===== src/verilog/idli_settings.svh =====
`ifndef IDLI_SETTINGS_SVH
`define IDLI_SETTINGS_SVH

// Number of bits handled by the datapath in a single clock cycle.
`define IDLI_SLICE_W 4

// Number of bits in an architectural register or an instruction encoding.
`define IDLI_WORD_W 16

// Number of slices in a word.
// One instruction takes this many cycles, which together form a beat.
`define IDLI_NUM_SLICES 4

// Number of architectural registers.
// Register 0 is hardwired to zero.
`define IDLI_NUM_REGS 16

`endif


===== src/verilog/idli_pkg.sv =====
`include "idli_settings.svh"

// Shared types for the nibble-serial execution unit.
package idli_pkg;

  // One slice of a word, as processed in one cycle.
  typedef logic [`IDLI_SLICE_W-1:0] slice_t;

  // A full register value or instruction encoding.
  typedef logic [`IDLI_WORD_W-1:0] word_t;

  // Index of an architectural register.
  typedef logic [$clog2(`IDLI_NUM_REGS)-1:0] reg_t;

  // Position of the current slice within a beat.
  typedef logic [$clog2(`IDLI_NUM_SLICES)-1:0] ctr_t;

  // Immediate carried in the low byte of LDI.
  typedef logic [2*`IDLI_SLICE_W-1:0] imm_t;

  // Conditional-execution mask loaded by COND.
  typedef logic [2*`IDLI_SLICE_W-1:0] cond_t;

  // Opcodes held in the top four bits of the encoding.
  // The compare group sits in one contiguous run after the ALU group.
  typedef enum logic [3:0] {
    OP_NOP     = 4'h0,
    OP_LDI     = 4'h1,
    OP_ADD     = 4'h2,
    OP_SUB     = 4'h3,
    OP_AND     = 4'h4,
    OP_OR      = 4'h5,
    OP_XOR     = 4'h6,
    OP_CMP_EQ  = 4'h7,
    OP_CMP_NE  = 4'h8,
    OP_CMP_LT  = 4'h9,
    OP_CMP_LTU = 4'ha,
    OP_CMP_GE  = 4'hb,
    OP_CMP_GEU = 4'hc,
    OP_COND    = 4'hd
  } op_t;

endpackage


===== src/verilog/idli_decode.sv =====
`timescale 1ns/1ps

`include "idli_settings.svh"

// Instruction capture and decode.
// This block owns the slice counter that defines the beat.
module idli_decode (
  input  var logic            i_ex_gck,
  input  var logic            i_ex_rst_n,

  input  var idli_pkg::word_t i_de_enc,
  input  var logic            i_de_enc_vld,

  output var logic            o_de_ready,
  output var idli_pkg::ctr_t  o_de_ctr,
  output var logic            o_de_vld,
  output var idli_pkg::op_t   o_de_op,
  output var idli_pkg::reg_t  o_de_dst,
  output var idli_pkg::reg_t  o_de_lhs,
  output var idli_pkg::reg_t  o_de_rhs,
  output var idli_pkg::imm_t  o_de_imm,
  output var logic            o_de_dst_wr
);

  import idli_pkg::*;

  // Free running slice counter.
  ctr_t ctr_q;

  // Valid bit and opcode of the instruction that executes in this beat.
  logic vld_q;
  op_t  op_q;

  // Operand fields of the held instruction.
  reg_t dst_q;
  reg_t lhs_q;
  reg_t rhs_q;
  imm_t imm_q;

  // High on the edge where a new encoding is taken in.
  logic accept;

  // The counter wraps every beat and never stops, since nothing stalls.
  always_ff @(posedge i_ex_gck, negedge i_ex_rst_n) begin
    if (!i_ex_rst_n) begin
      ctr_q <= '0;
    end else begin
      ctr_q <= ctr_q + ctr_t'(1);
    end
  end

  // The source may present an encoding in the last slice of each beat.
  always_comb o_de_ready = ctr_q == ctr_t'(`IDLI_NUM_SLICES - 1);

  always_comb accept = o_de_ready && i_de_enc_vld;

  // At every beat boundary the valid bit is refreshed.
  // Without an encoding the next beat becomes a bubble.
  always_ff @(posedge i_ex_gck, negedge i_ex_rst_n) begin
    if (!i_ex_rst_n) begin
      vld_q <= 1'b0;
      op_q  <= OP_NOP;
    end else if (o_de_ready) begin
      vld_q <= i_de_enc_vld;
      if (i_de_enc_vld) begin
        op_q <= op_t'(i_de_enc[15:12]);
      end
    end
  end

  // Operand fields only matter while the valid bit is set.
  // The low byte doubles as the immediate of LDI and COND.
  always_ff @(posedge i_ex_gck) begin
    if (accept) begin
      dst_q <= i_de_enc[11:8];
      lhs_q <= i_de_enc[7:4];
      rhs_q <= i_de_enc[3:0];
      imm_q <= i_de_enc[7:0];
    end
  end

  // LDI and the plain ALU operations are the only register writers.
  always_comb begin
    case (op_q)
      OP_LDI, OP_ADD, OP_SUB, OP_AND, OP_OR, OP_XOR: o_de_dst_wr = 1'b1;
      default:                                       o_de_dst_wr = 1'b0;
    endcase
  end

  always_comb o_de_ctr = ctr_q;
  always_comb o_de_vld = vld_q;
  always_comb o_de_op  = op_q;
  always_comb o_de_dst = dst_q;
  always_comb o_de_lhs = lhs_q;
  always_comb o_de_rhs = rhs_q;
  always_comb o_de_imm = imm_q;

endmodule


===== src/verilog/idli_rf.sv =====
`timescale 1ns/1ps

`include "idli_settings.svh"

// Register file stored as slices.
// Each operand port reads one slice per cycle and one slice is written per cycle.
module idli_rf (
  input  var logic             i_ex_gck,

  input  var idli_pkg::ctr_t   i_rf_ctr,
  input  var idli_pkg::reg_t   i_rf_lhs,
  input  var idli_pkg::reg_t   i_rf_rhs,

  input  var idli_pkg::reg_t   i_rf_dst,
  input  var logic             i_rf_dst_en,
  input  var idli_pkg::slice_t i_rf_dst_data,

  output var idli_pkg::slice_t o_rf_lhs_data,
  output var idli_pkg::slice_t o_rf_rhs_data
);

  import idli_pkg::*;

  // Register contents, indexed by register and then by slice position.
  slice_t regs_q [`IDLI_NUM_REGS][`IDLI_NUM_SLICES];

  // Reads are combinational so the ALU sees the slice in the same cycle.
  // Register 0 is forced to zero here rather than held in storage.
  always_comb begin
    if (i_rf_lhs == '0) begin
      o_rf_lhs_data = '0;
    end else begin
      o_rf_lhs_data = regs_q[i_rf_lhs][i_rf_ctr];
    end
  end

  always_comb begin
    if (i_rf_rhs == '0) begin
      o_rf_rhs_data = '0;
    end else begin
      o_rf_rhs_data = regs_q[i_rf_rhs][i_rf_ctr];
    end
  end

  // The slice computed in this cycle is written back in place.
  // Later slices of the same instruction still read the old value of the
  // destination, so a destination equal to a source behaves as expected.
  always_ff @(posedge i_ex_gck) begin
    if (i_rf_dst_en && i_rf_dst != '0) begin
      regs_q[i_rf_dst][i_rf_ctr] <= i_rf_dst_data;
    end
  end

endmodule


===== src/verilog/idli_alu.sv =====
`timescale 1ns/1ps

`include "idli_settings.svh"

// Serial ALU.
// One slice is computed per cycle and the carry is saved between slices.
module idli_alu (
  input  var logic             i_ex_gck,
  input  var logic             i_ex_rst_n,

  input  var idli_pkg::ctr_t   i_alu_ctr,
  input  var idli_pkg::op_t    i_alu_op,
  input  var idli_pkg::imm_t   i_alu_imm,
  input  var idli_pkg::slice_t i_alu_lhs,
  input  var idli_pkg::slice_t i_alu_rhs,

  output var idli_pkg::slice_t o_alu_out,
  output var logic             o_alu_flag_z,
  output var logic             o_alu_flag_n,
  output var logic             o_alu_flag_c,
  output var logic             o_alu_flag_v
);

  import idli_pkg::*;

  // Set for SUB and every compare, which all subtract rhs from lhs.
  logic sub_op;

  // High in the first slice of a beat.
  logic first;

  // Adder inputs and the sum with its carry out in the top bit.
  slice_t                rhs_eff;
  logic                  cin;
  logic [`IDLI_SLICE_W:0] sum;

  // Slice of the LDI immediate for this position.
  slice_t imm_slice;

  // Carry and running zero flag from earlier slices.
  logic carry_q;
  logic zero_q;
  logic zero_acc;

  always_comb first = i_alu_ctr == '0;

  always_comb begin
    case (i_alu_op)
      OP_SUB, OP_CMP_EQ, OP_CMP_NE, OP_CMP_LT, OP_CMP_LTU, OP_CMP_GE, OP_CMP_GEU: begin
        sub_op = 1'b1;
      end
      default: begin
        sub_op = 1'b0;
      end
    endcase
  end

  // Subtraction adds the inverted rhs with a carry of one into slice 0.
  // Later slices continue from the carry saved at the previous edge.
  always_comb rhs_eff = sub_op ? ~i_alu_rhs : i_alu_rhs;
  always_comb cin     = first ? sub_op : carry_q;

  always_comb sum = {1'b0, i_alu_lhs} + {1'b0, rhs_eff} + {{`IDLI_SLICE_W{1'b0}}, cin};

  // The immediate covers the two lowest slices and is zero-extended above.
  always_comb begin
    case (i_alu_ctr)
      ctr_t'(0): imm_slice = i_alu_imm[0 +: `IDLI_SLICE_W];
      ctr_t'(1): imm_slice = i_alu_imm[`IDLI_SLICE_W +: `IDLI_SLICE_W];
      default:   imm_slice = '0;
    endcase
  end

  // Output mux.
  // Compares also drive the sum so that the flags see the difference.
  always_comb begin
    case (i_alu_op)
      OP_LDI:  o_alu_out = imm_slice;
      OP_AND:  o_alu_out = i_alu_lhs & i_alu_rhs;
      OP_OR:   o_alu_out = i_alu_lhs | i_alu_rhs;
      OP_XOR:  o_alu_out = i_alu_lhs ^ i_alu_rhs;
      OP_ADD, OP_SUB, OP_CMP_EQ, OP_CMP_NE, OP_CMP_LT,
      OP_CMP_LTU, OP_CMP_GE, OP_CMP_GEU: begin
        o_alu_out = sum[`IDLI_SLICE_W-1:0];
      end
      default: o_alu_out = '0;
    endcase
  end

  // The zero flag restarts in slice 0 and collects every later slice.
  always_comb zero_acc = (first || zero_q) && o_alu_out == '0;

  // Carry and zero are saved at every edge and are only read within a beat.
  always_ff @(posedge i_ex_gck, negedge i_ex_rst_n) begin
    if (!i_ex_rst_n) begin
      carry_q <= 1'b0;
      zero_q  <= 1'b0;
    end else begin
      carry_q <= sum[`IDLI_SLICE_W];
      zero_q  <= zero_acc;
    end
  end

  // Flags describe the whole word once slice 3 is on the bus.
  // Overflow means both operands agree in sign but the result does not.
  always_comb o_alu_flag_z = zero_acc;
  always_comb o_alu_flag_n = sum[`IDLI_SLICE_W-1];
  always_comb o_alu_flag_c = sum[`IDLI_SLICE_W];
  always_comb o_alu_flag_v = (i_alu_lhs[`IDLI_SLICE_W-1] == rhs_eff[`IDLI_SLICE_W-1])
                          && (sum[`IDLI_SLICE_W-1] != i_alu_lhs[`IDLI_SLICE_W-1]);

endmodule


===== src/verilog/idli_pred.sv =====
`timescale 1ns/1ps

`include "idli_settings.svh"

// Predicate register and conditional-execution mask.
// Decides whether the instruction in the current beat runs.
module idli_pred (
  input  var logic            i_ex_gck,
  input  var logic            i_ex_rst_n,

  input  var idli_pkg::ctr_t  i_pred_ctr,
  input  var logic            i_pred_vld,
  input  var idli_pkg::op_t   i_pred_op,
  input  var idli_pkg::imm_t  i_pred_imm,
  input  var logic            i_pred_dst_wr,

  input  var logic            i_pred_z,
  input  var logic            i_pred_n,
  input  var logic            i_pred_c,
  input  var logic            i_pred_v,

  output var logic            o_pred_reg_wr,
  output var logic            o_pred_run,
  output var logic            o_pred
);

  import idli_pkg::*;

  // Predicate bit written by compares.
  logic pred_q;

  // Mask of pending conditions, with bit 0 applying to the current beat.
  cond_t mask_q;

  // High while the mask still governs execution.
  logic mask_vld;

  // High in the last slice, where flags are final.
  logic last;

  // Compare result for the current opcode, and whether it is a compare.
  logic cmp_op;
  logic cmp_res;

  always_comb last = i_pred_ctr == ctr_t'(`IDLI_NUM_SLICES - 1);

  // Only bit 0 left set means the window has run out.
  always_comb mask_vld = |mask_q[$bits(cond_t)-1:1];

  // Inside the window an instruction runs only when P matches mask bit 0.
  // Neither state changes mid-beat, so the decision holds for all slices.
  always_comb o_pred_run = i_pred_vld && (!mask_vld || pred_q == mask_q[0]);

  always_comb o_pred_reg_wr = o_pred_run && i_pred_dst_wr;

  // Map the ALU flags to a predicate value for each compare type.
  always_comb begin
    cmp_op  = 1'b1;
    cmp_res = 1'b0;
    case (i_pred_op)
      OP_CMP_EQ:  cmp_res = i_pred_z;
      OP_CMP_NE:  cmp_res = !i_pred_z;
      OP_CMP_LT:  cmp_res = i_pred_n != i_pred_v;
      OP_CMP_LTU: cmp_res = !i_pred_c;
      OP_CMP_GE:  cmp_res = i_pred_n == i_pred_v;
      OP_CMP_GEU: cmp_res = i_pred_c;
      default:    cmp_op  = 1'b0;
    endcase
  end

  // Both registers change at the edge that ends slice 3.
  // Every accepted instruction consumes one mask bit, skipped or not.
  // A running COND loads a fresh mask instead of shifting.
  always_ff @(posedge i_ex_gck, negedge i_ex_rst_n) begin
    if (!i_ex_rst_n) begin
      pred_q <= 1'b0;
      mask_q <= '0;
    end else if (last && i_pred_vld) begin
      if (o_pred_run && cmp_op) begin
        pred_q <= cmp_res;
      end
      if (o_pred_run && i_pred_op == OP_COND) begin
        mask_q <= i_pred_imm;
      end else begin
        mask_q <= mask_q >> 1;
      end
    end
  end

  always_comb o_pred = pred_q;

endmodule


===== src/verilog/idli_result.sv =====
`timescale 1ns/1ps

`include "idli_settings.svh"

// Result collection.
// Written slices are assembled into a word and reported once per beat.
module idli_result (
  input  var logic             i_ex_gck,
  input  var logic             i_ex_rst_n,

  input  var idli_pkg::ctr_t   i_res_ctr,
  input  var logic             i_res_wr,
  input  var idli_pkg::reg_t   i_res_dst,
  input  var idli_pkg::slice_t i_res_data,

  output var idli_pkg::word_t  o_res_word,
  output var idli_pkg::reg_t   o_res_dst,
  output var logic             o_res_vld
);

  import idli_pkg::*;

  // Slices arrive least significant first and enter from the top.
  word_t asm_q;
  word_t asm_d;

  // Reported word, destination and valid pulse.
  word_t word_q;
  reg_t  dst_q;
  logic  vld_q;

  logic last;

  always_comb last = i_res_ctr == ctr_t'(`IDLI_NUM_SLICES - 1);

  // After four shifts the first slice has moved down to the bottom.
  always_comb asm_d = {i_res_data, asm_q[`IDLI_WORD_W-1:`IDLI_SLICE_W]};

  always_ff @(posedge i_ex_gck) begin
    if (i_res_wr) begin
      asm_q <= asm_d;
    end
  end

  // The word is taken straight from the shift input in slice 3.
  always_ff @(posedge i_ex_gck) begin
    if (last && i_res_wr) begin
      word_q <= asm_d;
      dst_q  <= i_res_dst;
    end
  end

  // Writes to register 0 are discarded, so they are not reported either.
  always_ff @(posedge i_ex_gck, negedge i_ex_rst_n) begin
    if (!i_ex_rst_n) begin
      vld_q <= 1'b0;
    end else begin
      vld_q <= last && i_res_wr && i_res_dst != '0;
    end
  end

  always_comb o_res_word = word_q;
  always_comb o_res_dst  = dst_q;
  always_comb o_res_vld  = vld_q;

endmodule


===== src/verilog/idli_ex_top.sv =====
`timescale 1ns/1ps

// Top level of the execution unit.
module idli_ex_top (
  input  var logic            i_ex_gck,
  input  var logic            i_ex_rst_n,

  input  var idli_pkg::word_t i_ex_enc,
  input  var logic            i_ex_enc_vld,
  output var logic            o_ex_ready,

  output var idli_pkg::word_t o_ex_result,
  output var idli_pkg::reg_t  o_ex_result_dst,
  output var logic            o_ex_result_vld,
  output var logic            o_ex_pred
);

  import idli_pkg::*;

  // Decoded instruction, held for the whole beat.
  ctr_t ctr;
  logic vld;
  op_t  op;
  reg_t dst;
  reg_t lhs;
  reg_t rhs;
  imm_t imm;
  logic dst_wr;

  // Operand slices and ALU result.
  slice_t lhs_data;
  slice_t rhs_data;
  slice_t alu_out;

  // Flags of the full-word operation.
  logic flag_z;
  logic flag_n;
  logic flag_c;
  logic flag_v;

  // Register write enable from the predicate block.
  logic reg_wr;

  idli_decode decode_u (
    .i_ex_gck     (i_ex_gck),
    .i_ex_rst_n   (i_ex_rst_n),
    .i_de_enc     (i_ex_enc),
    .i_de_enc_vld (i_ex_enc_vld),
    .o_de_ready   (o_ex_ready),
    .o_de_ctr     (ctr),
    .o_de_vld     (vld),
    .o_de_op      (op),
    .o_de_dst     (dst),
    .o_de_lhs     (lhs),
    .o_de_rhs     (rhs),
    .o_de_imm     (imm),
    .o_de_dst_wr  (dst_wr)
  );

  idli_rf rf_u (
    .i_ex_gck      (i_ex_gck),
    .i_rf_ctr      (ctr),
    .i_rf_lhs      (lhs),
    .i_rf_rhs      (rhs),
    .i_rf_dst      (dst),
    .i_rf_dst_en   (reg_wr),
    .i_rf_dst_data (alu_out),
    .o_rf_lhs_data (lhs_data),
    .o_rf_rhs_data (rhs_data)
  );

  idli_alu alu_u (
    .i_ex_gck     (i_ex_gck),
    .i_ex_rst_n   (i_ex_rst_n),
    .i_alu_ctr    (ctr),
    .i_alu_op     (op),
    .i_alu_imm    (imm),
    .i_alu_lhs    (lhs_data),
    .i_alu_rhs    (rhs_data),
    .o_alu_out    (alu_out),
    .o_alu_flag_z (flag_z),
    .o_alu_flag_n (flag_n),
    .o_alu_flag_c (flag_c),
    .o_alu_flag_v (flag_v)
  );

  // The register write enable already folds in the run decision.
  idli_pred pred_u (
    .i_ex_gck      (i_ex_gck),
    .i_ex_rst_n    (i_ex_rst_n),
    .i_pred_ctr    (ctr),
    .i_pred_vld    (vld),
    .i_pred_op     (op),
    .i_pred_imm    (imm),
    .i_pred_dst_wr (dst_wr),
    .i_pred_z      (flag_z),
    .i_pred_n      (flag_n),
    .i_pred_c      (flag_c),
    .i_pred_v      (flag_v),
    .o_pred_reg_wr (reg_wr),
    .o_pred_run    (),
    .o_pred        (o_ex_pred)
  );

  idli_result result_u (
    .i_ex_gck   (i_ex_gck),
    .i_ex_rst_n (i_ex_rst_n),
    .i_res_ctr  (ctr),
    .i_res_wr   (reg_wr),
    .i_res_dst  (dst),
    .i_res_data (alu_out),
    .o_res_word (o_ex_result),
    .o_res_dst  (o_ex_result_dst),
    .o_res_vld  (o_ex_result_vld)
  );

endmodule


===== config.mk =====
export PLATFORM = sky130hd
export DESIGN_NAME = idli_ex_top
export DESIGN_NICKNAME = d
export VERILOG_FILES = /design/src/verilog/idli_pkg.sv /design/src/verilog/idli_decode.sv /design/src/verilog/idli_rf.sv /design/src/verilog/idli_alu.sv /design/src/verilog/idli_pred.sv /design/src/verilog/idli_result.sv /design/src/verilog/idli_ex_top.sv
export VERILOG_INCLUDE_DIRS = /design/src /design/src/verilog
export SDC_FILE = /design/constraint.sdc
export NUM_CORES = 1
export LEC_CHECK = 0
export BUFFER_PORTS_ARGS = -buffer_cell sky130_fd_sc_hd__buf_2
export CAP_MARGIN = 20
export CORE_UTILIZATION = 50
export CTS_CLUSTER_SIZE = 8
export DETAILED_ROUTE_END_ITERATION = 8
export PLACE_DENSITY_LB_ADDON = 0.1
export SLEW_MARGIN = 40
export SYNTH_ARGS = -nofsm -noshare
export SYNTH_HDL_FRONTEND = slang
export SYNTH_SLANG_ARGS = --single-unit

===== constraint.sdc =====
create_clock -name i_ex_gck -period 11.8 [get_ports i_ex_gck]
set_input_delay 1.77 -clock i_ex_gck [delete_from_list [all_inputs] [get_ports i_ex_gck]]
set_output_delay 1.77 -clock i_ex_gck [all_outputs]
set_load 0.05 [all_outputs]

---- Yosys cells after proc, flatten, opt, wreduce, memory -nomap -nowiden ----
Memories as Yosys holds them, arrays and structs flattened. A register that Yosys moved wholly into a read port is not among the register bits.
Index checks and enable logic that the tools add are counted.
cells by class
  eq/ne operators ......................... 20
  add/sub/neg operators ................... 3
  multiplexer cells ....................... 23
  divide/modulo/power cells ............... 0
  reduce and logical (&&, ||, !) cells .... 29
  $mul .................................... 0
  bitwise logic cells ..................... 5
  order comparisons ....................... 2
  shift operators ......................... 0
operator list
  cell                count
  $mux 4              10
  $eq 4x4->1 const B  6
  $pmux 4 s5          1
  $bmux 4 s2          2
  $eq 4x3->1 const B  4
  $mux 16             1
  $reduce_or 7->1     2
  $logic_and 1x1->1   12
  $logic_not 4->1     3
  $reduce_or 6->1     2
  $demux 4 s2         1
  $eq 4x2->1 const B  2
  $mux 8              1
  $pmux 4 s2          1
  $reduce_or 8->1     1
  $pmux 1 s6          1
  $add 4x4->5         1
  $add 5x1->5         1
  $mux 1              5
  $and 4x4->4         1
  $eq 4x1->1 const B  1
  $not 4->4           1
  $or 4x4->4          1
  $reduce_and 2->1    2
  13 further kinds    19
storage, ports and cells
  bits in registers ....................... 75
  bits in read-only memories .............. 0
  latch bits .............................. 0
  output and inout bits ................... 23
  memories ................................ 1
  RAM bits ................................ 256
  input port bits ......................... 19
memory list
  name         depth  width  rd ports  clocked after memory_dff  wr ports  line           RTL
  rf_u.regs_q  16     16     2         2                         1         idli_rf.sv:25  slice_t regs_q [`IDLI_NUM_REGS][`IDLI_NUM_SLICES];

---- Depth between registers and ports, before layout ----
  word-level depth ........................ 14
  mapped depth ............................ 20

---- Hierarchy ----
A second synthesis with hierarchy kept.
second synthesis, totals
  cells, all modules ...................... 954
  area, all modules ....................... 15647.5 µm²
modules (own cells, without submodules)
  module       cells each  seq. area each (µm²)  area an instance (µm²)  instances
  idli_rf      738         7687.4                12658.4                 1
  idli_result  35          985.9                 1003.5                  1
  idli_decode  40          535.5                 706.9                   1
  idli_alu     72          50.0                  673.1                   1
  idli_pred    69          225.2                 605.6                   1

---- Least setup slack after synthesis ----
OpenSTA, ideal clock, no wires.
  kind .................................... register to register
  start point ............................. reg (tool-made name)
  end point ............................... reg pred_u.pred_q (netlist: pred_u.o_pred)
  data required time ...................... 11.713 ns
  arrival ................................. 4.620 ns
  path buffers ............................ 2
  period minus slack after synthesis ...... 4.707 ns
  setup slack ............................. 7.093 ns
  cell stages (with the launch flop) ...... 16
  cells stage by stage .................... dfxtp_1 buf_6 buf_6 mux4_2 a2111oi_0 nor3_1 o21bai_2 xnor2_1 ha_1 a21o_1 a21o_1 fa_1 a2111o_1 o21bai_1 o31a_1 nor3_1
RTL lines
  what                  line             RTL
  end signal, assigned  idli_pred.sv:80  pred_q <= cmp_res;
  end, declared         idli_pred.sv:30  logic pred_q;

==> results.md <==
* Status: complete, no violations
* WHS Path Cells at 0
* Final Routed Wirelength at 38.9 mm
* Root buffer cell: clkbuf_16
* Core area at 30500 um^2
* Worst skew pair latency at 0.55 ns
* Ys flop type: edfxtp_1
* Worst path bufs/invs at 2
* Critical path endpoint: pred_u.o_pred
* Slew margin rel. at 0.507
* Critical path arrival at 6.01 ns
* Leak Pwr at 5.86 nW
* WP depth at 16
* Vias at 8850
* Syn Inst Count at 878
* Path depth of the worst reg2reg path at 16
* Clk sink count at 327
* Most frequent cells in the layout: edfxtp_1 (300), mux4_2 (135), nor2_1 (78)
* Measured slew at the worst slew-check pin at 0.733 ns
* Yosys Warn Count at 0
* CTS tree: yes
* Initial antenna violation count at 0
* Crit path kind: register to register
* Drc violations at 0
* Cts hold-fix bufs at 0
* Detail Placement HPWL at 26.3 mm
* CP endpoint kind: register
* Clock period minus final worst setup slack at 5.55 ns
* Post-synth EDFFs at 300
* # diodes at 0
* Post-synth ARST share at 0.0581
* Htree depth at 2
* DR iter-0 viols at 1077
* Critical path, cell by cell: buf_6 -> mux4_2 -> nor2b_1 -> a2111oi_0 -> buf_4 -> nor3_1 -> o21bai_2 -> xnor2_1 -> ha_1 -> a21o_1 -> a21o_1 -> fa_1 -> a2111o_2 -> o21bai_1 -> o31a_1 -> nor3_1
* P&R area growth vs syn at 12.7%
* Flop2flop setup slack at 6.25 ns
* Seq/Total Area, Yosys at 0.624
* CP max-delay cell: a2111o_2
* Final hold vios at 0
* Setup-failing EPs final at 0
* Total of max-cap violations at 0
* Layout cell share with drive strength beyond 1 at 0.303
* Max Fanout on Critical Path at 59
* Clk slew on worst S/H paths at 0.05 ns
* Synthesized area at 15500 um^2
* Synth unique cells at 63
* Resized cells post-CTS at 0
* Fmax at 180 MHz
* Period utilization at 0.471
* Number of I/O pins at 42
* Gp weighted congestion at 0.890
* GRT Util Overall at 0.258
* RSZ-0062 raised after global routing: false
* Overflow after GRT at 0
* Most common cell after layout, fill and taps aside: edfxtp_1
* Routed WL per cell at 28.6 um
* Post-CTS setup buffer count at 0
* Total power draw at 0.00312 W
* Vias in the first global route at 8934
* Vias/cell at 6.50
* FF+latch count, synth at 327
* Num CTS Buffers at 47
* TritonRoute pass-1 iters at 5
* Fin nets at 981
* VDD IR max at 0.000162 V
* Reg-to-reg endpoint: pred_u.o_pred
* Initial Utilization at 0.507
* Clk buf depth at 3
* Largest net degree at the start of global routing at 67
* Die Height at 178 um
* Skew final at 0.0162 ns
* Power per cell area at 179 nW/um^2
* CP required at 12.25 ns
* Critical Path Max Stage Delay at 0.71 ns
* Largest delay share family, worst path: compound AO/OA/AOI/OAI gates
* Num rows at 64
* Critical path launch point type: register
* Global-route wire length before repair at 58.2 mm
* Hold WC Path Type: register to register
* Hold slack final at 0.412 ns
* Fin. max-slew vios at 0
* Die X-Extent at 178 um
* Fin Setup TNS at 0 ns
* IO buf count at 41
* Mapped Avg Cell Area at 17.6 um^2
* Die area at 31600 um^2
* Antenna viol nets, final at 0
## power breakdown
group / total [W] / switching (W) / internal, W
sequential: 0.00148 / 0.0000280 / 0.00145
combinational: 0.000395 / 0.000262 / 0.000133
clock: 0.00125 / 0.000470 / 0.000776
## registers in the layout, indices dropped and copies added (netlist names), named ones only
| name | flops |
|---|---|
| result_u.o_res_word | 16 |
| alu_u.zero_q | 1 |
| alu_u.carry_q | 1 |
| pred_u.mask_q | 8 |
| decode_u.o_de_imm | 7 |
| decode_u.o_de_vld | 1 |
| decode_u.o_de_dst | 4 |
| result_u.o_res_dst | 4 |
| decode_u.o_de_ctr | 2 |
| pred_u.o_pred | 1 |
| rf_u.regs_q | 256 |
| result_u.asm_q | 12 |
| decode_u.o_de_lhs | 1 |
| decode_u.o_de_op | 4 |
| result_u.o_res_vld | 1 |
## worst reg2reg max path: stages, from the launching register on
cell	delay, ns
dfxtp_2	0.31
buf_6	0.47
mux4_2	0.49
nor2b_1	0.14
a2111oi_0	0.67
buf_4	0.24
nor3_1	0.04
o21bai_2	0.23
xnor2_1	0.24
ha_1	0.28
a21o_1	0.16
a21o_1	0.19
fa_1	0.49
a2111o_2	0.71
o21bai_1	0.31
o31a_1	0.30
nor3_1	0.19
## cells by family (layout without fill, tap and decap cells)
kind of cell    after synthesis  count (layout)  share of synthesized area
flops                       327             327                      0.624
simple gates                190             190                     0.0562
mux                         180             180                      0.236
compound gates               79              79                     0.0375
buf+inv                      75             147                     0.0261
fa+ha+maj                    18              18                     0.0160
xor+xnor                      8               8                    0.00453
other cells                   1              16                   0.000243
## layer usage
layer	global-route usage	vias to the layer above	routed length, um	part of all wire
met1	0.370	4588	16200	0.42
met4	0.0858	0	1130	0.029
met2	0.403	457	18400	0.47
met5	0	-	0	0
li1	-	3719	-	-
met3	0.0435	86	3260	0.084
## synthesized netlist by cell type (11+ instances only)
cell / instances / area share
buf_2: 15 / 0.0049
clkbuf_1: 19 / 0.0046
dfrtp_1: 19 / 0.031
edfxtp_1: 300 / 0.58
ha_1: 15 / 0.012
inv_1: 17 / 0.0041
mux2_2: 20 / 0.015
mux2i_1: 17 / 0.011
mux4_2: 135 / 0.20
nand2_1: 42 / 0.010
nand3_1: 15 / 0.0049
nor2_1: 78 / 0.019
nor3_1: 16 / 0.0052
o21ai_0: 16 / 0.0052
o22ai_1: 11 / 0.0045
## worst min path at each step
stage	start	to	slack, ns
after detailed placement	result_u.asm_q[5]	result_u.o_res_word[1]	0.40
after global placement	result_u.asm_q[7]	result_u.o_res_word[3]	0.40
after floorplan	result_u.asm_q[4]	result_u.o_res_word[0]	0.40
after global routing	result_u.asm_q[7]	result_u.o_res_word[3]	0.43
after CTS	result_u.asm_q[4]	result_u.o_res_word[0]	0.41
final	result_u.asm_q[4]	result_u.o_res_word[0]	0.41
## per-stage QoR
step	instance area, um^2	instances	utilization	setup WS (ns)
after floorplan	15500	893	-	7.09
after global placement	16000	1290	0.525	5.84
after detailed placement	16100	1291	0.526	6.00
after CTS	17400	1361	0.571	5.99
after global routing	17400	1361	0.571	5.92
final	17400	1361	0.571	6.25
## cell type report
class,count,area [um^2]
fillers,2282,13100
flip-flops and latches,327,9660
multi-input cells,491,5490
clock buffers,68,1310
well taps,396,495
repair buffers,56,345
inverters,21,78.8
clock inverters,2,50.0
Note: power is estimated with default switching activity, not from simulation.
